## config.mk

```make
export PLATFORM = sky130hd
export DESIGN_NAME = output_arbiter
export DESIGN_NICKNAME = d
export VERILOG_FILES = /design/src/verilog/ahb_matrix_pkg.sv /design/src/verilog/output_arbiter.sv
export VERILOG_INCLUDE_DIRS = /design/src /design/src/verilog
export SDC_FILE = /design/constraint.sdc
export NUM_CORES = 1
export LEC_CHECK = 0
export BUFFER_PORTS_ARGS = -buffer_cell sky130_fd_sc_hd__clkbuf_2
export CAP_MARGIN = 20
export CORE_AREA = 3 3 40 42
export CTS_CLUSTER_SIZE = 12
export DETAILED_ROUTE_END_ITERATION = 10
export DIE_AREA = 0 0 43 45
export SYNTH_ARGS = -nofsm -noshare
export SYNTH_HDL_FRONTEND = slang
export SYNTH_SLANG_ARGS = --single-unit
```

## constraint.sdc

```tcl
create_clock -name HCLK -period 3.6 [get_ports HCLK]
set_input_delay 0.18 -clock HCLK [delete_from_list [all_inputs] [get_ports HCLK]]
set_output_delay 0.18 -clock HCLK [all_outputs]
set_load 0.01 [all_outputs]
```

## src/verilog/ahb_matrix_params.svh

```systemverilog
// Widths and port count for the shared-slave output stage
// NUM_PORTS is fixed at 4 because the arbiter priority chain is wired for it
`ifndef AHB_MATRIX_PARAMS_SVH
`define AHB_MATRIX_PARAMS_SVH

// ----------------------------------------
// Bus widths
// ----------------------------------------
`define AHB_ADDR_W 32 // HADDR width
`define AHB_DATA_W 32 // HWDATA width
`define AHB_SIZE_W 3  // HSIZE width

// ----------------------------------------
// Input stage count
// ----------------------------------------
`define NUM_PORTS  4  // Input stages sharing the slave
`define PORT_IDX_W 2  // Enough bits to index NUM_PORTS

`endif

```

## src/verilog/ahb_matrix_pkg.sv

```systemverilog
// Shared types for the output stage
// Encodings match the AHB HTRANS field
`default_nettype none

`include "ahb_matrix_params.svh"

package ahb_matrix_pkg;

  // AHB transfer type
  typedef enum logic [1:0]
  {
    IDLE   = 2'b00, // No transfer wanted
    BUSY   = 2'b01, // Master pauses inside a burst
    NONSEQ = 2'b10, // Single or first beat
    SEQ    = 2'b11  // Following burst beat
  } htrans_t;

  // Index of one input stage
  typedef logic [`PORT_IDX_W-1:0] port_idx_t;

endpackage

`default_nettype wire

```

## src/verilog/output_arbiter.sv

```systemverilog
// Port 0 has the highest priority and the chain below is wired for 4 ports
// Grant updates only on ready edges, one cycle after the deciding request
`timescale 1ns/1ps
`default_nettype none

`include "ahb_matrix_params.svh"

module output_arbiter
  import ahb_matrix_pkg::*;
(
  input  logic      HCLK,                        // AHB clock
  input  logic      HRESETn,                     // Sync reset, active low
  input  logic      i_sel_op       [`NUM_PORTS], // Per-port HSEL
  input  logic      i_held_tran_op [`NUM_PORTS], // Per-port pending transfer
  input  htrans_t   i_trans_op     [`NUM_PORTS], // Per-port HTRANS
  input  logic      i_sel_m,                     // Muxed HSEL of granted port
  input  htrans_t   i_trans_m,                   // Muxed HTRANS
  input  logic      i_mastlock_m,                // Muxed HMASTLOCK
  input  logic      i_hready_mux,                // HREADYMUXM feedback
  output port_idx_t o_grant_port,                // Registered grant
  output logic      o_no_port                    // No port owns the slave
);

  logic [`NUM_PORTS-1:0] req;      // Qualified requests
  port_idx_t             grant_port;
  logic                  no_port;
  port_idx_t             winner;   // Lowest requesting port
  logic                  any_req;
  logic                  lock_arb; // Lock masked by select
  logic                  hold_grant;
  logic                  hsel_lock;
  logic                  next_hsel_lock;
  logic                  addr_xfer;

  // ----------------------------------------
  // Request qualification
  // ----------------------------------------
  always_comb
  begin
    for (int i = 0; i < `NUM_PORTS; i++)
    begin
      req[i] = i_held_tran_op[i] & i_sel_op[i]; // Pending and aimed here
    end
  end

  assign any_req = |req;

  // Fixed priority chain
  always_comb
  begin
    winner = grant_port; // Unused when nobody asks
    if (req[0])
      winner = port_idx_t'(0);
    else if (req[1])
      winner = port_idx_t'(1);
    else if (req[2])
      winner = port_idx_t'(2);
    else if (req[3])
      winner = port_idx_t'(3);
  end

  // ----------------------------------------
  // Burst and lock hold
  // ----------------------------------------
  assign lock_arb = i_mastlock_m & (hsel_lock | i_sel_m);

  // Owner keeps the slave mid-burst or while locked
  assign hold_grant = ~no_port & req[grant_port] &
                      ((i_trans_op[grant_port] == SEQ) |
                       (i_trans_op[grant_port] == BUSY) | lock_arb);

  assign addr_xfer = (i_trans_m == NONSEQ) | (i_trans_m == SEQ);

  // Remembers a locked sequence while HSEL briefly drops
  always_comb
  begin
    if (i_sel_m & addr_xfer & i_mastlock_m)
      next_hsel_lock = 1'b1; // Locked beat reached slave
    else if (!i_mastlock_m)
      next_hsel_lock = 1'b0; // Lock released
    else
      next_hsel_lock = hsel_lock;
  end

  // ----------------------------------------
  // Grant register
  // ----------------------------------------
  always_ff @(posedge HCLK)
  begin
    if (!HRESETn)
    begin
      grant_port <= '0;
      no_port    <= 1'b1;
      hsel_lock  <= 1'b0;
    end
    else if (i_hready_mux)
    begin
      hsel_lock <= next_hsel_lock;
      if (!hold_grant)
      begin
        if (any_req)
        begin
          grant_port <= winner;
          no_port    <= 1'b0;
        end
        else
          no_port <= 1'b1; // Grant value kept, just parked
      end
    end
  end

  assign o_grant_port = grant_port;
  assign o_no_port    = no_port;

  // ----------------------------------------
  // Checks
  // ----------------------------------------
  // Wait state on slave freezes arbitration
  a_grant_stable: assert property (@(posedge HCLK) disable iff (!HRESETn)
    !i_hready_mux |=> ($stable(grant_port) && $stable(no_port)))
    else $error("output_arbiter: grant moved during wait state");

  // Whoever holds the slave asked for it at the deciding edge
  a_grant_requested: assert property (@(posedge HCLK) disable iff (!HRESETn)
    i_hready_mux |=> (no_port || (($past(req) & (`NUM_PORTS'(1) << grant_port)) != '0)))
    else $error("output_arbiter: port granted without a request");

endmodule

`default_nettype wire

```

# [Yosys cells after proc, flatten, opt, wreduce, memory -nomap -nowiden]
# Index checks and enable logic that the tools add are counted.
[totals] reg_bits=4 inputBits=23 out_inout_bits=3 wordCells=43
[classes] n_lt_le_gt_ge=2 n_eq_ne=5 mux=12 n_bitwise=16 reduce_logical=5
[ops] cell="two-way mux 2 bit" count=6
[ops] cell="AND 1 bit" count=9
[ops] cell="equality test 2 bit (second input constant)" count=3
[ops] cell="binary-select mux 2 bit (select 2 bit)" count=1
[ops] cell="two-way mux 1 bit" count=4
[ops] cell="bitwise OR 1 bit" count=4
[ops] cell="AND reduction 2 bit" count=2
[ops] cell="AND reduction 4 bit" count=1
[ops] cell="nonzero test 4 bit" count=1
[ops] cell="OR reduction 4 bit" count=1
[ops] cell="greater-or-equal comparator 3 bit (second input constant)" count=1
[ops] cell="less-than comparator 2 x 3 -> 1 bit (second input constant)" count=1
[ops] cell="NOT 2 -> 3 bit" count=1
[ops] cell="binary-select mux 1 bit (select 2 bit)" count=1
[ops] cell="equality test 2 x 1 -> 1 bit (second input constant)" count=1
[ops] cell="inequality test 2 x 1 -> 1 bit (second input constant)" count=1
[ops] cell="NOT 1 bit" count=2

# [Logic depth before layout (Yosys ltp)]
# Gate-level depths: netlist of run 1.
[logic_depth] depth_word=10 mapped_depth=4 ltp_nobuf=4

# [Least setup slack after synthesis of run 1]
# Ideal clock, no wire load.
[synth_path] path_kind="register to register" startpoint="reg grant_port[0] (netlist: o_grant_port[0])" endpoint="reg grant_port[1] (netlist: o_grant_port[1])" setup_time_ns=0.131 arrival_time_ns=1.464 required_time_ns=3.469 path_slack_ns=2.005 path_stages_with_launch=5 path_buffers=0 synth_period_minus_slack_ns=1.595 path_cell_list="dfxtp_1 > mux2_4 > o221a_1 > a2111oi_1 > nor3b_1"
[synth_between] elab_chain_len=10 word_cells_on_any_way=14 cone_classes="2 x eq/ne; 5 x mux; 6 x bitwise; 1 x reduce/logical"
[synth_rtl] element="start: declaration" line_no="output_arbiter.sv:25" text="port_idx_t grant_port;"
[synth_rtl] element="start signal: assignment" line_no="output_arbiter.sv:103" text="grant_port <= winner;"
[synth_rtl] element="NOT 2 -> 3 bit (not written as such)" line_no="output_arbiter.sv:69, output_arbiter.sv:70"
[synth_rtl] element="binary-select mux 2 bit (select 2 bit)" line_no="output_arbiter.sv:69, output_arbiter.sv:70"
[synth_rtl] element="two-way mux 2 bit (not written as such) (2 in a row)" line_no="output_arbiter.sv:69, output_arbiter.sv:70"
[synth_rtl] element="equality test 2 bit / equality test 2 x 1 -> 1 bit (equally long branches)" line_no="output_arbiter.sv:69, output_arbiter.sv:70"
[synth_rtl] element="bitwise OR 1 bit" line_no="output_arbiter.sv:69" text="((i_trans_op[grant_port] == SEQ) |"
[synth_rtl] element="bitwise OR 1 bit" line_no="output_arbiter.sv:70" text="(i_trans_op[grant_port] == BUSY) | lock_arb);"
[synth_rtl] element="AND 1 bit (*)" line_no="output_arbiter.sv:68" text="assign hold_grant = ~no_port & req[grant_port] &"
[synth_rtl] element="NOT 1 bit (no source line) (*)"
[synth_rtl] element="AND reduction 4 bit (no source line) (*)"
# Mark *: on every way between the ends. The rest lies on a longest branch, timed or not. The select of a mux whose other input is x is not followed.
# A chain may end at the register's enable or synchronous reset.

# [Worst setup path in the final report of run 1]
# Ends and elaborated chain as after synthesis.

==> run summary, run 1 <==
outcome = completed
Core Area = 1280 um^2
Distinct cells, synth = 22
clk buf depth = 2
final WL = 775 um
post-synth design cell area = 304 um^2
Max Slew Vio Count = 0
first-iteration detailed-routing DRC count = 8
Top Ports = 26
via count = 361
Via density = 4.81
synthesis-stage register bit count = 4
Min-Delay Path Depth = 2
die footprint = 1940 um^2
min cycle time layout = 1.68 ns
post-route ant nets = 0
Reg-to-Reg End = o_grant_port[1]
YS warnings = 0
post-route DRC violation count = 0
Final period util = 46.6%
Crit Path Category = flip-flop to flip-flop
Sink Count = 4
CTS resizes = 0
Fill cells = 147
Clk pin slew, worst setup/hold paths = 0.04 ns
number of cells on the worst reg-to-reg path = 4
multi-input logic area = 216 um^2
Worst Tran Pin Value = 0.328 ns
post-synth top area share = 26.3%
H-tree depth = 1
PnR worst setup slack = 1.92 ns
TritonCTS clock tree = yes
Post-Syn Nets = 60
Mapped Cells = 37
Clock Skew = 0.00460 ns
post-CTS setup buffer count = 0
Startpoint Class = flip-flop
initial core utilization = 23.7%
clk_lat worst skew = 0.23 ns
Peak VDD IR = 116 uV
RD Place Congestion = 0.672
register area share after synthesis = 26.3%
register area = 80.1 um^2
largest net degree at the start of global routing = 9
cts bufs inserted = 3
WP data required = 3.70 ns
layout cell share with drive strength beyond 1 = 45.0%
Root Driver = clkbuf_4
Area Overhead vs Synth = 46.5%
most common cell after layout, fill and taps aside = clkbuf_2
crit-path max FO = 8
unrepaired setup endpoints after global routing = no
syn avg cell area = 8.22 um^2
GRT Total Usage = 9.73%
most frequent cells in the layout = clkbuf_2, nand2_1, dfxtp_1
worst min path class = input pin to flip-flop
Worst EP arrival = 1.77 ns
most area-hungry cell type in the Yosys netlist = dfxtp_1
worst setup path endpoint = o_grant_port[1]
Critical Path Start = o_grant_port[0]
drt pass-1 iters = 4
Slew headroom = 78.1%
CP endpoint kind = flip-flop
nets@finish = 85
# setup viols final = 0
first-pass GRT wire length = 1380 um
die width = 43 um
vias in the first global route = 374
reg2reg start = o_grant_port[0]
hold_buf cts = 0
synth top area cells = dfxtp_1, mux2i_1, o21ai_0, a221oi_2, mux2_4
Ant. Diodes = 0
fmax = 597 MHz
Place WS = 1.91 ns
Pwr Total = 140 uW
Die Y = 45 um
initial antenna violation count = 0
power per cell area = 315 nW/um^2
std cell rows = 13
Final Hold Fails = 0
port bufs = 20
detailed placement HPWL = 669 um
Leakage = 0.212 nW
MaxCap Viol Count = 0
drt wl/cell = 10.3 um
setup tns final = 0 ns
flop-to-flop setup slack = 1.92 ns
grt ovf = 0
[synthesized netlist by cell type]
cell type and instances:
a21oi_1 1, a2111oi_1 1, o21a_1 1, a22oi_1 1
nand3_1 2, and3b_2 1, mux2_4 1, dfxtp_1 4
o21ai_0 3, o221a_1 1, and2_1 1, o221ai_1 1
a221oi_2 1, and3_2 1, nand2b_1 1, nand3b_1 1
a31oi_1 2, nor3b_1 2, nand2_1 4, nor2_1 3
inv_1 2, mux2i_1 2
[cells by family (layout without fill, tap and decap cells)]
family                 count (synthesis)  after routing  synth area share, %
AND/OR/NAND/NOR                       16             16                 29.2
AO/OA/AOI/OAI                         12             12                 30.4
flip-flops                             4              4                 26.3
multiplexers                           3              3                 11.5
buffers and inverters                  2             25                 2.47
[layer usage]
layer | up-vias | global-route usage (%) | routed length (um)
met1 | 164 | 8.65 | 300
met4 | 0 | 7.23 | 0
met5 | - | 0 | 0
met2 | 8 | 17.7 | 416
li1 | 189 | - | -
met3 | 0 | 3.98 | 58
[worst min path at each step]
stage | from | endpoint | slack, ns
finish | HRESETn | o_no_port | 0.19
global route | HRESETn | o_no_port | 0.20
CTS | HRESETn | o_no_port | 0.19
detailed placement | HRESETn | o_no_port | 0.43
global placement | HRESETn | o_no_port | 0.42
floorplan | HRESETn | o_no_port | 0.26
[where the power goes]
group          total, mW  switching (mW)  internal (mW)
registers         0.0526         0.00467         0.0479
clock network     0.0533          0.0162         0.0371
logic             0.0342          0.0153         0.0189
total              0.140          0.0361          0.104
[sequential cells by signal, indices dropped and copies added (netlist names)]
register and count:
hsel_lock 1, o_grant_port 2, o_no_port 1
[layout make-up]
type | count | area share, %
clock buffers | 3 | 5.06
inverters | 2 | 1.69
multi-input cells | 31 | 48.6
flip-flops and latches | 4 | 18.0
well taps | 15 | 4.21
repair buffers | 20 | 22.5
[worst max-delay path: stages, from the launching register on]
cell       delay (ns)
dfxtp_1          0.48
mux2_4           0.34
o221a_1          0.26
a2111oi_1        0.37
nor3b_1          0.10
[through the flow]
step	area [um^2]	utilization (%)	instances	hold WS [ns]
floorplan	304	-	37	0.256
global placement	423	32.9	72	0.416
detailed placement	423	32.9	72	0.433
CTS	445	34.7	75	0.193
global route	445	34.7	75	0.202
finish	445	34.7	75	0.189
Power figures use the tool's default switching activity.
==> run 2: changes to the inputs <==
clock period = 1.4 ns   (was 3.6 ns; I/O delays follow)
==> run 2 against run 1 <==
  * Clock skew up 0.00089 ns
  * Sequential power rose to 2.5 times the previous value
  * Clock power rose to 3.2 times the previous value
  * Setup slack worse by 1.9 ns
  * Critical path type unchanged
  * Critical endpoint is now o_grant_port[0]
  * Largest power group unchanged
==> run summary, run 2 (same netlist as run 1, synthesis figures left out) <==
outcome = completed
final WL = 919 um (+19%)
Final period util = 99.4% (+53 points)
# setup viols final = 0 (unchanged)
register area = 83.8 um^2 (+4.7%)
detailed placement HPWL = 767 um (+15%)
port bufs = 20 (unchanged)
Worst EP arrival = 1.56 ns (-0.21 ns)
via count = 380 (+5.3%)
fmax = 719 MHz (+20%)
min cycle time layout = 1.39 ns (-0.285 ns)
CP endpoint kind = flip-flop
die footprint = 1940 um^2 (unchanged)
Util after Layout = 37.9% (+3.2 points)
Sink Count = 4 (unchanged)
drt wl/cell = 11.8 um (+14%)
Slew headroom = 80.3% (+2.1 points)
initial core utilization = 23.7% (unchanged)
Ant. Diodes = 0 (unchanged)
MaxCap Viol Count = 0 (unchanged)
worst min path class = input pin to flip-flop
grt ovf = 0 (unchanged)
Worst Tran Pin Value = 0.296 ns (-0.0313 ns)
power per cell area = 834 nW/um^2 (+170%)
post-route DRC violation count = 0 (unchanged)
TritonCTS clock tree = yes
H-tree depth = 1 (unchanged)
nets@finish = 87 (+2.4%)
Clock Skew = 0.00549 ns (+0.000886 ns)
most frequent cells in the layout = clkbuf_2, nand2_1
multi-input logic area = 235 um^2 (+8.7%)
unrepaired setup endpoints after global routing = yes
std cell rows = 13 (unchanged)
Via density = 4.87 (+1.2%)
Peak VDD IR = 418 uV (+260%)
Fill cells = 138 (-6.1%)
clk buf depth = 2 (unchanged)
Root Driver = clkbuf_4
Leakage = 0.237 nW (+12%)
Area Overhead vs Synth = 60.1%
drt pass-1 iters = 2 (-2)
Final Hold Fails = 0 (unchanged)
Core Area = 1280 um^2 (unchanged)
dpl cell area = 447 um^2 (+5.6%)
Critical Path Start = o_grant_port[0]
reg2reg start = o_grant_port[0]
Max Slew Vio Count = 0 (unchanged)
most common cell after layout, fill and taps aside = clkbuf_2
first-pass GRT wire length = 1380 um (unchanged)
largest net degree at the start of global routing = 6 (-3)
layout cell share with drive strength beyond 1 = 52.4% (+7.4 points)
max reg flops = 2 (unchanged)
flop-to-flop setup slack = 0.008 ns (-1.92 ns)
Top Ports = 26 (unchanged)
vias in the first global route = 348 (-7.0%)
post-CTS setup buffer count = 0 (unchanged)
Die Y = 45 um (unchanged)
die width = 43 um (unchanged)
first-iteration detailed-routing DRC count = 5 (-3)
fin area = 487 um^2 (+9.3%)
post-route ant nets = 0 (unchanged)
Startpoint Class = flip-flop
RD Place Congestion = 0.727 (+8.1%)
HP Start = HRESETn
cts bufs inserted = 3 (unchanged)
crit-path max FO = 5 (-3)
GRT Total Usage = 9.90% (+0.17 points)
clk_lat worst skew = 0.25 ns (+0.02 ns)
WP data required = 1.57 ns (-2.13 ns)
initial antenna violation count = 0 (unchanged)
Clk pin slew, worst setup/hold paths = 0.04 ns (about the same)
Crit Path Category = flip-flop to flip-flop
-- run 2: cell types whose count changed in the layout (fill, tap and decap cells not counted) --
cell | previous run | this run
nor3b_1 | 2 | 1
dfxtp_4 | 0 | 1
o221a_1 | 1 | 0
clkbuf_1 | 0 | 1
nor3b_2 | 0 | 1
buf_4 | 0 | 2
dfxtp_1 | 4 | 3
a2111oi_1 | 1 | 0
a2111oi_2 | 0 | 1
o221a_4 | 0 | 1
-- run 2: timing repair --
action	CTS	global route
resized for setup	2	0
hold buffers	0	0
pin swaps	2	0
setup endpoints to repair	2	2
-- run 2: worst paths after layout --
check | to | cells past startpoint
worst max-delay path | o_grant_port[0] | 4
worst min register to register | hsel_lock | 2
worst max register to register | o_grant_port[0] | 4
worst min-delay path | o_no_port | 2
-- run 2: cell type report --
type,instances,area share [%]
clock buffers,4,5.40
inverters,2,1.54
multi-input cells,31,48.3
flip-flops and latches,4,17.2
well taps,15,3.86
repair buffers,22,23.7
-- run 2: power by group --
part	switching, mW	leakage (nW)	internal [mW]	total (mW)
Combinational	0.0472	0.188	0.0573	0.105
Sequential	0.0100	0.0337	0.123	0.133
Clock	0.0606	0.0150	0.108	0.168
-- run 2: through the flow --
stage	hold WS, ns	power, mW	worst slack, ns	instances	setup TNS [ns]
detailed placement	0.298	0.236	-0.0865	74	-0.170
CTS	0.0553	0.407	0.00311	78	0
global placement	0.302	0.235	-0.0606	74	-0.104
finish	0.0582	0.406	0.00850	78	0
floorplan	0.146	0.184	-0.0492	37	-0.0807
global route	0.0670	0.430	-0.0438	78	-0.0814
-- run 2: per-layer routing --
| metal | wire, um | GRT usage (%) |
|---|---|---|
| met1 | 391 | 10.1 |
| met2 | 431 | 16.8 |
| met3 | 86 | 4.78 |
| met4 | 10 | 5.42 |
| met5 | 0 | 0 |
-- run 2: critical path, cell delays in order, from the launching register on --
cell,delay [ns]
dfxtp_4,0.36
mux2_4,0.31
o221a_4,0.28
nor3b_2,0.18
mux2i_1,0.19
