## src/verilog/ahb_matrix_params.svh

```systemverilog
// Widths and port count for the shared-slave output stage
// NUM_PORTS is fixed at 4 because the arbiter priority chain is wired for it
`ifndef AHB_MATRIX_PARAMS_SVH
`define AHB_MATRIX_PARAMS_SVH

// ----------------------------------------
// Bus widths
// ----------------------------------------
`define AHB_ADDR_W 32 // HADDR width
`define AHB_DATA_W 32 // HWDATA width
`define AHB_SIZE_W 3  // HSIZE width

// ----------------------------------------
// Input stage count
// ----------------------------------------
`define NUM_PORTS  4  // Input stages sharing the slave
`define PORT_IDX_W 2  // Enough bits to index NUM_PORTS

`endif

```

## src/verilog/ahb_matrix_pkg.sv

```systemverilog
// Shared types for the output stage
// Encodings match the AHB HTRANS field
`default_nettype none

`include "ahb_matrix_params.svh"

package ahb_matrix_pkg;

  // AHB transfer type
  typedef enum logic [1:0]
  {
    IDLE   = 2'b00, // No transfer wanted
    BUSY   = 2'b01, // Master pauses inside a burst
    NONSEQ = 2'b10, // Single or first beat
    SEQ    = 2'b11  // Following burst beat
  } htrans_t;

  // Index of one input stage
  typedef logic [`PORT_IDX_W-1:0] port_idx_t;

endpackage

`default_nettype wire

```

## src/verilog/data_phase_stage.sv

```systemverilog
// Write data trails its address phase by one accepted transfer
// HWDATAM is forced to zero in idle data phases to save toggling
`timescale 1ns/1ps
`default_nettype none

`include "ahb_matrix_params.svh"

module data_phase_stage
  import ahb_matrix_pkg::*;
(
  input  logic                   HCLK,                    // AHB clock
  input  logic                   HRESETn,                 // Sync reset, active low
  input  port_idx_t              i_grant_port,            // Address-phase owner
  input  logic                   i_sel_m,                 // Muxed HSEL
  input  htrans_t                i_trans_m,               // Muxed HTRANS
  input  logic [`AHB_DATA_W-1:0] i_wdata_op [`NUM_PORTS], // Per-port HWDATA
  input  logic                   i_hreadyoutm,            // Slave HREADYOUT
  output logic [`AHB_DATA_W-1:0] o_hwdatam,               // Slave write data
  output logic                   o_hready_mux             // HREADYMUXM
);

  port_idx_t data_port;   // Data-phase owner
  logic      wdata_phase; // Real transfer in data phase
  logic      slave_sel;   // Slave addressed last phase
  logic      addr_xfer;   // NONSEQ or SEQ to this slave
  logic      hready_mux;

  assign addr_xfer = i_sel_m & ((i_trans_m == NONSEQ) | (i_trans_m == SEQ));

  // ----------------------------------------
  // Data-phase registers
  // ----------------------------------------
  always_ff @(posedge HCLK)
  begin
    if (!HRESETn)
    begin
      data_port   <= '1; // Port 3 after reset
      wdata_phase <= 1'b0;
      slave_sel   <= 1'b0;
    end
    else if (hready_mux)
    begin
      data_port   <= i_grant_port; // Address phase becomes data phase
      wdata_phase <= addr_xfer;
      slave_sel   <= i_sel_m;
    end
  end

  // ----------------------------------------
  // HREADYMUXM generation
  // ----------------------------------------
  // Slave drives ready only while it owns the data phase
  assign hready_mux   = slave_sel ? i_hreadyoutm : 1'b1;
  assign o_hready_mux = hready_mux;

  // Write data mux
  always_comb
  begin
    o_hwdatam = '0;
    if (wdata_phase)
      o_hwdatam = i_wdata_op[data_port];
  end

  // ----------------------------------------
  // Checks
  // ----------------------------------------
  // Accepted idle address phase leaves a silent data bus
  a_wdata_idle_zero: assert property (@(posedge HCLK) disable iff (!HRESETn)
    (hready_mux && !addr_xfer) |=> (o_hwdatam == '0))
    else $error("data_phase_stage: write data toggles in idle data phase");

endmodule

`default_nettype wire

```

## config.mk

```make
export PLATFORM = sky130hd
export DESIGN_NAME = data_phase_stage
export DESIGN_NICKNAME = d
export VERILOG_FILES = /design/src/verilog/ahb_matrix_pkg.sv /design/src/verilog/data_phase_stage.sv
export VERILOG_INCLUDE_DIRS = /design/src /design/src/verilog
export SDC_FILE = /design/constraint.sdc
export NUM_CORES = 1
export LEC_CHECK = 0
export BUFFER_PORTS_ARGS = -buffer_cell sky130_fd_sc_hd__buf_2
export CAP_MARGIN = 30
export CORE_UTILIZATION = 25
export DETAILED_ROUTE_END_ITERATION = 10
export GPL_TIMING_DRIVEN = 0
export PLACE_DENSITY = 0.73
export SLEW_MARGIN = 5
export SYNTH_ARGS = -nofsm -noshare
export SYNTH_HDL_FRONTEND = slang
export SYNTH_SLANG_ARGS = --single-unit
```

## constraint.sdc

```tcl
create_clock -name HCLK -period 1.2 [get_ports HCLK]
set_input_delay 0.24 -clock HCLK [delete_from_list [all_inputs] [get_ports HCLK]]
set_output_delay 0.24 -clock HCLK [all_outputs]
set_load 0.01 [all_outputs]
```

# Yosys cells after proc, flatten, opt, wreduce, memory -nomap -nowiden

Index checks and enable logic that the tools add are counted.

Eq/ne operators: 2
Bitwise gates (word level): 3
Mux-type cells: 5
$lt $le $gt $ge: 1

Operators with widths:

| kind                                        | number |
|---|---|
| 32-bit 2-to-1 mux                           | 3 |
| 32-bit binary-select mux with 2-bit select  | 1 |
| 2-bit == test (second input constant)       | 2 |
| 3-bit >= comparator (second input constant) | 1 |
| 2-bit inverter with 3-bit output            | 1 |
| 1-bit AND                                   | 1 |
| 1-bit 2-to-1 mux                            | 1 |
| 1-bit OR                                    | 1 |

Output and inout bits: 33
Register bits: 4
Bits of input ports: 136
Word-level logic and storage cells: 14

# Logic depth before layout (Yosys ltp)

Gate-level depths: netlist of the first run.

Word-level depth: 5
Gate-level depth with buffers: 4
Gate-level depth less buffers: 4

# Least setup slack after synthesis of the first run

OpenSTA, ideal clock, no wires.

Path kind: reg-to-output
Start: reg data_port[1]
End: out o_hwdatam[18]
Data arrival time: 958 ps
Slack: 2 ps
Data required time: 960 ps
Buffers on the path: 2
Stages on the path, launching flop included: 5
Path through: dfxtp_1 > buf_6 > buf_8 > mux2i_1 > o22ai_1

Word-level cells in the longest chain between the ends: 5

Ends and longest elaborated chain:

| item                                                   | RTL line               | text |
|---|---|---|
| from (decl)                                            | data_phase_stage.sv:22 | `port_idx_t data_port;` |
| from (signal assigned)                                 | data_phase_stage.sv:43 | `data_port <= i_grant_port;` |
| 2-bit inverter with 3-bit output (implied by the code) | data_phase_stage.sv:61 | `o_hwdatam = i_wdata_op[data_port];` |
| 32-bit binary-select mux with 2-bit select             | data_phase_stage.sv:61 |  |
| 32-bit 2-to-1 mux (implied by the code) (2 in a row)   | data_phase_stage.sv:61 |  |
| 32-bit 2-to-1 mux                                      | data_phase_stage.sv:60 | `if (wdata_phase)` |
| to (decl)                                              | data_phase_stage.sv:18 | `` output logic [`AHB_DATA_W-1:0] o_hwdatam, `` |

No other way between the ends. The select of a mux whose other input is x is not followed.

# Worst setup path after layout of the first run

Start: reg data_port[1]
End: out o_hwdatam[15]

Same word-level chain as after synthesis.

==> flow_metrics.env, run 1 <==
export IMPL_setup_tns_final_ns=-11.02
export IMPL_num_rows=24
export IMPL_timing_fmax_mhz=630
export IMPL_die_width_um=69.2
export IMPL_postSynthCellCount=127
export IMPL_setup_viol=32
export IMPL_hpwl_mm=3.87
export IMPL_grt_remaining_overflow=0
export IMPL_ios=169
export IMPL_r2r_cells=5
export IMPL_holdPathStages=2
export IMPL_clkTransAtPathRegs_ns=0.03
export IMPL_crit_type="register to primary output"
export IMPL_power_density_nw_per_um2=519
export IMPL_clk_latency_ns=0.22
export IMPL_min_delay_start="HRESETn"
export IMPL_slew_headroom_pct=86.6
export IMPL_required_ns=0.96
export IMPL_cts_root_buf="clkbuf_8"
export IMPL_min_delay_worst_endpoint="data_port[0]"
export IMPL_yosysTopAreaCell="mux2i_1"
export IMPL_drc=0
export IMPL_wl_met1_mm=2.12
export IMPL_wl_met2_mm=2.70
export IMPL_nets=447
export IMPL_synth_cell_types=15
export IMPL_p_sw_share_pct=31.4
export IMPL_synth_top_area_share_pct=56.8
export IMPL_synth_main_ff_cell="dfxtp_1"
export IMPL_r2r_slack_ns=0.15
export IMPL_worstPathMaxFanout=5
export IMPL_via_count=1773
export IMPL_cts_made_buffers=3
export IMPL_grt_pass1_vias=1646
export IMPL_hold_viol_final=0
export IMPL_post_route_min_period_ns=1.59
export IMPL_seqPwrFrac_pct=12.4
export IMPL_ys_seq_area_share_pct=7.10
export IMPL_start_util_pct=25.9
export IMPL_r2r_start="data_port[1]"
export IMPL_worst_slack_ns=-0.387
export IMPL_antenna_left=0
export IMPL_synth_common_cells="mux2i_1 (64), o22ai_1 (32), nand2_1 (6)"
export IMPL_switchingPower_uw=385
export IMPL_vdd_drop_max_uv=528
export IMPL_synth_area_top_cells="mux2i_1 (57%), o22ai_1 (18%), buf_12 (7.1%)"
export IMPL_final_area_um2=2370
export IMPL_synth_edf_count=0
export IMPL_highest_layer="met4"
export IMPL_drtIter0Drc=55
export IMPL_r2r_end="data_port[1]"
export IMPL_post_synth_cell_area_avg_um2=8.88
export IMPL_violations="setup timing"
export IMPL_async_flop_share_pct=0
export IMPL_grt_antenna_before_repair=0
export IMPL_comb_power_share_pct=64.5
export IMPL_drive_above_1_share_pct=66.0
export IMPL_fin_cells=361
export IMPL_fin_crit_sh_pct=132
export IMPL_antenna_cells=0
export IMPL_yosysMostFrequentCell="mux2i_1"
export IMPL_firstDrtPassIters=4
export IMPL_maxCapViolations=0
export IMPL_ys_seq_elements=4
export IMPL_synth_nets=263
export IMPL_cts_tree="done"
export IMPL_routedWlPerCell_um=14.3
export IMPL_fin_util_pct=54.3
export IMPL_p_leak_nw=1.55
export IMPL_vias_per_cell=4.91
export IMPL_arrival_ns=1.35
export IMPL_grt_total_usage_pct=19.2
export IMPL_grt_pass1_wl_mm=7.73
export IMPL_cts_sinks=4
export IMPL_area_delta_synth_final_pct=110
export IMPL_status="finished with violations"
export IMPL_endpoint_kind="primary output"
export IMPL_cts_path_max_buffers=2
export IMPL_core_area_um2=4350
export IMPL_intPower_uw=842
export IMPL_dpl_cell_count=346
export IMPL_ys_warn_count=0
export IMPL_startpoint="data_port[1]"
export IMPL_worstMarginPinSlew_ns=0.195
export IMPL_gp_congestion=0.755
export IMPL_synth_cell_area_um2=1130
export IMPL_cp_start_kind="register"
export IMPL_rsz0062_at_grt="yes"
export IMPL_htreeDepth=1
export IMPL_timing_final_max_slew_violations=0
export IMPL_grt_max_degree=11
export IMPL_die_area_um2=4780
export IMPL_fin_skew_ns=0.000573
export IMPL_dpl_instance_area_um2=2030
export IMPL_route_met3_wl_um=326
export IMPL_die_h_um=69.2
export IMPL_p_clk_share_pct=23.1
export IMPL_hold_class="input port to register"
export IMPL_portBuffers=167
export IMPL_drt_total_wl_mm=5.18
[critical path, stage by stage (launching register included)]
cell and delay (ns):
dfxtp_4 0.36, clkbuf_16 0.17, buf_12 0.13, mux2i_1 0.11, o22ai_1 0.19, buf_2 0.16
[metrics by stage]
stage,total power [mW],hold WS [ns],worst slack [ns]
2_1_floorplan,0.501,0.312,0.00225
3_3_place_gp,0.790,0.449,-0.287
3_5_place_dp,0.803,0.453,-0.297
4_1_cts,1.17,0.228,-0.407
5_1_grt,1.30,0.237,-0.431
6_report,1.23,0.231,-0.387
[per-layer routing]
layer,vias up,global-route usage (%)
li1,871,-
met1,809,22.9
met2,89,34.8
met3,4,3.51
met4,0,5.44
met5,-,0
[cell families (layout without fill, tap and decap cells)]
group                  count (synthesis)  count (layout)  share of synthesized area [%]
AO/OA/AOI/OAI                         34              34                           19.1
buffers and inverters                 14             196                           12.5
flip-flops                             4               4                           7.10
multiplexers                          64              64                           56.8
AND/OR/NAND/NOR                       11              11                           4.44
[cells in the final DEF (no fill, tap or decap), drive strengths merged]
master and count:
clkbuf 10, nor2b 1, nand3 3, nand2 6, a21boi 1, dfxtp 4, mux2i 64, o21a 1
inv 1, buf 185, o22ai 32, nand2b 1
[flip-flops by register name, indices dropped and copies added, names as in the netlist]
register,cells
data_port,2
wdata_phase,1
slave_sel,1
[power groups by stage]
stage | combinational, mW | clock [mW] | sequential, mW
floorplan | 0.353 | 0 | 0.148
global placement | 0.641 | 0 | 0.149
detailed placement | 0.655 | 0 | 0.149
CTS | 0.726 | 0.293 | 0.149
global route | 0.848 | 0.297 | 0.153
finish | 0.791 | 0.283 | 0.152
[how the worst max path moves through the flow]
stage                         end  slack, ns  depth (start not counted)
detailed placement  o_hwdatam[15]      -0.30                          4
CTS                 o_hwdatam[31]      -0.41                          6
finish              o_hwdatam[15]      -0.39                          5
floorplan           o_hwdatam[18]      0.002                          4
global route        o_hwdatam[17]      -0.43                          5
global placement     o_hwdatam[4]      -0.29                          4
[final cells by class]
type,count,area [µm²]
buffer,13,180
clock buffer,3,41.3
fill,433,1990
inverter,1,3.75
multi-input combinational,109,947
sequential,4,83.8
tap,52,65.1
timing repair buffer,179,1040
[repair_timing]
item / CTS / global route
pin swaps: 9 / 15
resized for setup: 23 / 12
gates cloned: 2 / 5
buffers inserted: 5 / 1
hold buffers: 0 / 0
endpoints found under the setup margin: 33 / 32
No activity file was read; power rests on OpenSTA's default activity.
==> run 2, diff against run 1 <==
PLACE_DENSITY = default   (was 0.73)
PLACE_DENSITY_LB_ADDON = 0.1   (was default)
RECOVER_POWER = 25   (was default)
==> run 2 against run 1 <==
  * The flow still finishes with violations (setup timing)
  * Global-route usage decreased by 1.4 points
  * Utilization decreased by 0.49 points
  * Critical path depth unchanged
  * Critical endpoint is now o_hwdatam[13]
  * Non-clock buffer count unchanged
  * Via count decreased by 3.5%
  * Setup slack got worse by 0.0010 ns
  * Clock power decreased by 1%
  * Power decreased by 2.2%
  * Design area decreased by 0.90%
==> flow_metrics.env, run 2 (synthesis gave the netlist of run 1 again) <==
export IMPL_status="finished with violations"
export IMPL_violations="setup timing"
export IMPL_setup_tns_final_ns=-11.12
export IMPL_arrival_ns=1.35
export IMPL_crit_type="register to primary output"
export IMPL_drc=0
export IMPL_cts_root_buf="clkbuf_8"
export IMPL_clk_latency_ns=0.21
export IMPL_p_clk_share_pct=23.2
export IMPL_dpl_cell_count=346
export IMPL_drtIter0Drc=19
export IMPL_grt_total_usage_pct=17.9
export IMPL_slew_headroom_pct=74.4
export IMPL_hold_viol_final=0
export IMPL_num_rows=24
export IMPL_firstDrtPassIters=4
export IMPL_drt_total_wl_mm=4.73
export IMPL_holdBufCountCts=0
export IMPL_required_ns=0.96
export IMPL_worstPathMaxFanout=5
export IMPL_area_delta_synth_final_pct=108
export IMPL_timing_fmax_mhz=630
export IMPL_antenna_left=0
export IMPL_fin_skew_ns=0.0000422
export IMPL_vias_per_cell=4.74
export IMPL_fin_cells=361
export IMPL_timing_final_max_slew_violations=0
export IMPL_vdd_drop_max_uv=364
export IMPL_grt_max_degree=11
export IMPL_grt_pass1_vias=1571
export IMPL_ios=169
export IMPL_cpPeakStageDelay_ns=0.38
export IMPL_routedWlPerCell_um=13.1
export IMPL_grt_antenna_before_repair=0
export IMPL_largest_register_ff_count=2
export IMPL_intPower_uw=835
export IMPL_critPathSlowestCell="dfxtp_4"
export IMPL_endpoint_kind="primary output"
export IMPL_core_area_um2=4350
export IMPL_start_util_pct=25.9
export IMPL_largest_register="data_port"
export IMPL_worstMarginPinSlew_ns=0.383
export IMPL_comb_power_share_pct=64.1
export IMPL_cpLargestDelayFamily="buffers and inverters"
export IMPL_cts_made_buffers=3
export IMPL_rsz0062_at_grt="yes"
export IMPL_final_common_cell="buf_2"
export IMPL_final_cell_mix="buf_2 (168), mux2i_1 (60), o22ai_1 (32)"
export IMPL_portBuffers=167
export IMPL_die_h_um=69.2
export IMPL_hold_class="input port to register"
export IMPL_seqPwrFrac_pct=12.7
export IMPL_cts_tree="done"
export IMPL_die_area_um2=4780
export IMPL_die_width_um=69.2
export IMPL_gp_congestion=0.731
export IMPL_nets=447
export IMPL_p_leak_nw=1.54
export IMPL_worst_slack_ns=-0.388
export IMPL_maxCapViolations=0
export IMPL_clkTransAtPathRegs_ns=0.03
export IMPL_finalPower_mw=1.20
export IMPL_critical_path_buf_inv_count=3
export IMPL_via_count=1711
export IMPL_grt_pass1_wl_mm=7.16
export IMPL_fill_cells=408
export IMPL_drive_above_1_share_pct=65.7
export IMPL_reg_largest_list="data_port x2, slave_sel x1, wdata_phase x1"
export IMPL_cts_sinks=4
export IMPL_cp_cell_sequence="buf_12 > clkbuf_16 > mux2i_1 > o22ai_1 > buf_2"
export IMPL_setup_viol=33
export IMPL_cp_start_kind="register"
export IMPL_p_sw_share_pct=30.4
export IMPL_grt_remaining_overflow=0
export IMPL_htreeDepth=1
export IMPL_switchingPower_uw=365
export IMPL_post_route_min_period_ns=1.59
export IMPL_hpwl_mm=3.58
export IMPL_power_density_nw_per_um2=512
export IMPL_cts_path_max_buffers=2
export IMPL_fin_crit_sh_pct=132
export IMPL_antenna_cells=0
-- run 2: path summary, 6_finish.rpt --
check / cells past startpoint / end / start / slack [ns]
setup / recovery: 5 / o_hwdatam[13] / data_port[1] / -0.39
hold / removal: 2 / data_port[1] / HRESETn / 0.24
setup reg to reg: 6 / data_port[1] / data_port[1] / 0.02
hold reg to reg: 2 / data_port[0] / data_port[0] / 0.50
-- run 2: layout make-up --
| cell class | instances | area [µm²] | area share, % |
|---|---|---|---|
| buffer | 13 | 168 | 7.15 |
| tap | 52 | 65.1 | 2.77 |
| multi-input combinational | 109 | 931 | 39.7 |
| inverter | 1 | 3.75 | 0.160 |
| clock buffer | 3 | 41.3 | 1.76 |
| timing repair buffer | 179 | 1050 | 44.9 |
| sequential | 4 | 83.8 | 3.58 |
-- run 2: metal layers --
layer	up-vias	GRT usage [%]	routed length, µm
met3	4	2.92	321
met1	758	21.7	1860
met5	-	0	0
li1	871	-	-
met2	78	32.0	2520
met4	0	5.22	26
-- run 2: what timing repair did --
action / CTS / global route
buffers inserted: 4 / 1
pin swaps: 0 / 17
setup endpoints to repair: 33 / 32
gates cloned: 0 / 7
gates resized for setup: 17 / 7
-- run 2: worst register-to-register path, delay by kind of cell, from the launching register on --
kind / cells / cell delay [ns]
buffers and inverters: 4 / 0.58
DFF: 1 / 0.36
and+or+nand+nor: 2 / 0.12
-- run 2: power by group through the flow --
stage | registers, mW | clock network (mW) | logic [mW]
after global placement | 0.149 | 0 | 0.642
final | 0.153 | 0.279 | 0.769
after global routing | 0.154 | 0.292 | 0.834
after detailed placement | 0.149 | 0 | 0.646
after floorplan | 0.148 | 0 | 0.353
after CTS | 0.150 | 0.287 | 0.679
-- run 2: metrics by stage --
| stage | area, µm² | setup slack [ns] | hold slack, ns | utilization [%] |
|---|---|---|---|---|
| 2_1_floorplan | 1130 | 0.00225 | 0.312 | - |
| 3_3_place_gp | 2030 | -0.293 | 0.455 | 46.6 |
| 3_5_place_dp | 2030 | -0.273 | 0.459 | 46.6 |
| 4_1_cts | 2150 | -0.356 | 0.236 | 49.3 |
| 5_1_grt | 2340 | -0.455 | 0.250 | 53.9 |
| 6_report | 2340 | -0.388 | 0.239 | 53.9 |
==> run 3, diff against run 2 <==
CELL_PAD_IN_SITES_DETAIL_PLACEMENT = 1   (was default)
CELL_PAD_IN_SITES_GLOBAL_PLACEMENT = 1   (was default)
CORE_MARGIN = 2   (was default)
CORE_UTILIZATION = 16   (was 25)
==> run 3 against run 2 <==
  * The flow still finishes with violations (setup timing)
  * Design area is 2.8% lower
  * Combinational power is 6.5% lower
  * Utilization is 20 points lower
  * Non-clock buffer count is 5 lower
  * Global-route usage is 4.3 points lower
  * Largest cell class unchanged
==> flow_metrics.env, run 3 (synthesis gave the netlist of run 1 again) <==
export IMPL_status="finished with violations"
export IMPL_violations="setup timing"
export IMPL_grt_max_degree=11
export IMPL_cts_root_buf="clkbuf_8"
export IMPL_hpwl_mm=4.90
export IMPL_hold_viol_final=0
export IMPL_nets=442
export IMPL_drive_above_1_share_pct=64.5
export IMPL_die_area_um2=7730
export IMPL_dpl_instance_area_um2=2080
export IMPL_final_cell_mix="buf_2 (167), mux2i_1 (61), o22ai_1 (32)"
export IMPL_hold_class="input port to register"
export IMPL_area_delta_synth_final_pct=102
export IMPL_largest_register_ff_count=2
export IMPL_dpl_cell_count=390
export IMPL_firstDrtPassIters=4
export IMPL_routedWlPerCell_um=14.9
export IMPL_cts_path_max_buffers=2
export IMPL_cp_cell_sequence="buf_12 > buf_12 > mux2i_2 > o22ai_1 > buf_2"
export IMPL_cts_tree="done"
export IMPL_final_common_cell="buf_2"
export IMPL_critPathSlowestCell="dfxtp_4"
export IMPL_clkTransAtPathRegs_ns=0.03
export IMPL_p_leak_nw=1.48
export IMPL_gp_congestion=0.737
export IMPL_die_width_um=87.9
export IMPL_maxCapViolations=0
export IMPL_required_ns=0.96
export IMPL_portBuffers=167
export IMPL_worstMarginPinSlew_ns=0.361
export IMPL_cpPeakStageDelay_ns=0.37
export IMPL_antenna_cells=0
export IMPL_final_area_um2=2280
export IMPL_largest_register="data_port"
export IMPL_vdd_drop_max_uv=405
export IMPL_via_count=1702
export IMPL_endpoint_kind="primary output"
export IMPL_cp_start_kind="register"
export IMPL_setup_viol=33
export IMPL_rsz0062_at_grt="yes"
export IMPL_worst_slack_ns=-0.387
export IMPL_fin_skew_ns=0.00230
export IMPL_vias_per_cell=4.26
export IMPL_grt_total_usage_pct=13.6
export IMPL_fin_crit_sh_pct=132
export IMPL_cts_sinks=4
export IMPL_die_h_um=87.9
export IMPL_clk_latency_ns=0.22
export IMPL_htreeDepth=1
export IMPL_cts_made_buffers=3
export IMPL_timing_final_max_slew_violations=0
export IMPL_antenna_left=0
export IMPL_drc=0
export IMPL_grt_antenna_before_repair=0
export IMPL_fin_cells=400
export IMPL_grt_remaining_overflow=0
export IMPL_power_density_nw_per_um2=504
export IMPL_arrival_ns=1.35
export IMPL_start_util_pct=16.6
export IMPL_finalPower_mw=1.15
export IMPL_num_rows=30
export IMPL_cpMostUsedCell="buf_12"
export IMPL_grt_pass1_vias=1662
export IMPL_grt_pass1_wl_mm=8.31
export IMPL_reg_largest_list="data_port x2, slave_sel x1, wdata_phase x1"
export IMPL_critical_path_buf_inv_count=3
export IMPL_drtIter0Drc=26
export IMPL_post_route_min_period_ns=1.59
export IMPL_crit_type="register to primary output"
export IMPL_fin_util_pct=33.6
export IMPL_cpLargestDelayFamily="buffers and inverters"
export IMPL_worstPathMaxFanout=10
export IMPL_ios=169
export IMPL_fill_cells=879
export IMPL_setup_tns_final_ns=-10.90
export IMPL_drt_total_wl_mm=5.98
export IMPL_core_area_um2=6790
export IMPL_slew_headroom_pct=75.9
export IMPL_timing_fmax_mhz=630
==> run 3: layout make-up <==
cell class | count | area [µm²] | area share [%]
timing repair buffer | 174 | 927 | 40.7
buffer | 13 | 184 | 8.07
tap | 96 | 120 | 5.27
sequential | 4 | 83.8 | 3.68
clock buffer | 3 | 41.3 | 1.81
inverter | 1 | 3.75 | 0.165
multi-input combinational | 109 | 920 | 40.3
==> run 3: per-stage QoR <==
step	setup slack [ns]	hold WS, ns
CTS	-0.381	0.233
finish	-0.387	0.240
global route	-0.442	0.267
global placement	-0.322	0.459
floorplan	0.00225	0.312
detailed placement	-0.348	0.462
==> run 3: worst register-to-register path, delay by kind of cell, from the launching register on <==
family,cells,cell delay (ns)
AOI/OAI and AO/OA,1,0.06
buffers and inverters,1,0.10
and+or+nand+nor,2,0.43
DFF,1,0.29
==> run 3: what timing repair did <==
item,in CTS,in global routing
pin swaps,0,4
setup endpoints to repair,33,33
cloned,0,2
hold buffers,0,0
resized for setup,19,7
buffers inserted,2,3
==> run 3: worst paths after layout <==
check	startpoint	to	slack (ns)	cells past startpoint
min reg2reg	data_port[0]	data_port[0]	0.48	2
max reg2reg	slave_sel	wdata_phase	0.21	4
max	data_port[1]	o_hwdatam[8]	-0.39	5
min	HRESETn	data_port[0]	0.24	2
==> run 3: routing by layer <==
| metal | routed length [µm] | global-route usage, % |
|---|---|---|
| met5 | 0 | 0 |
| met4 | 0 | 1.68 |
| met3 | 397 | 2.07 |
| met2 | 3050 | 25.1 |
| met1 | 2530 | 17.0 |
==> run 3: report_power, final <==
group	internal (mW)	switching (mW)
logic	0.430	0.290
registers	0.142	0.00727
clock network	0.214	0.0677
total	0.785	0.365
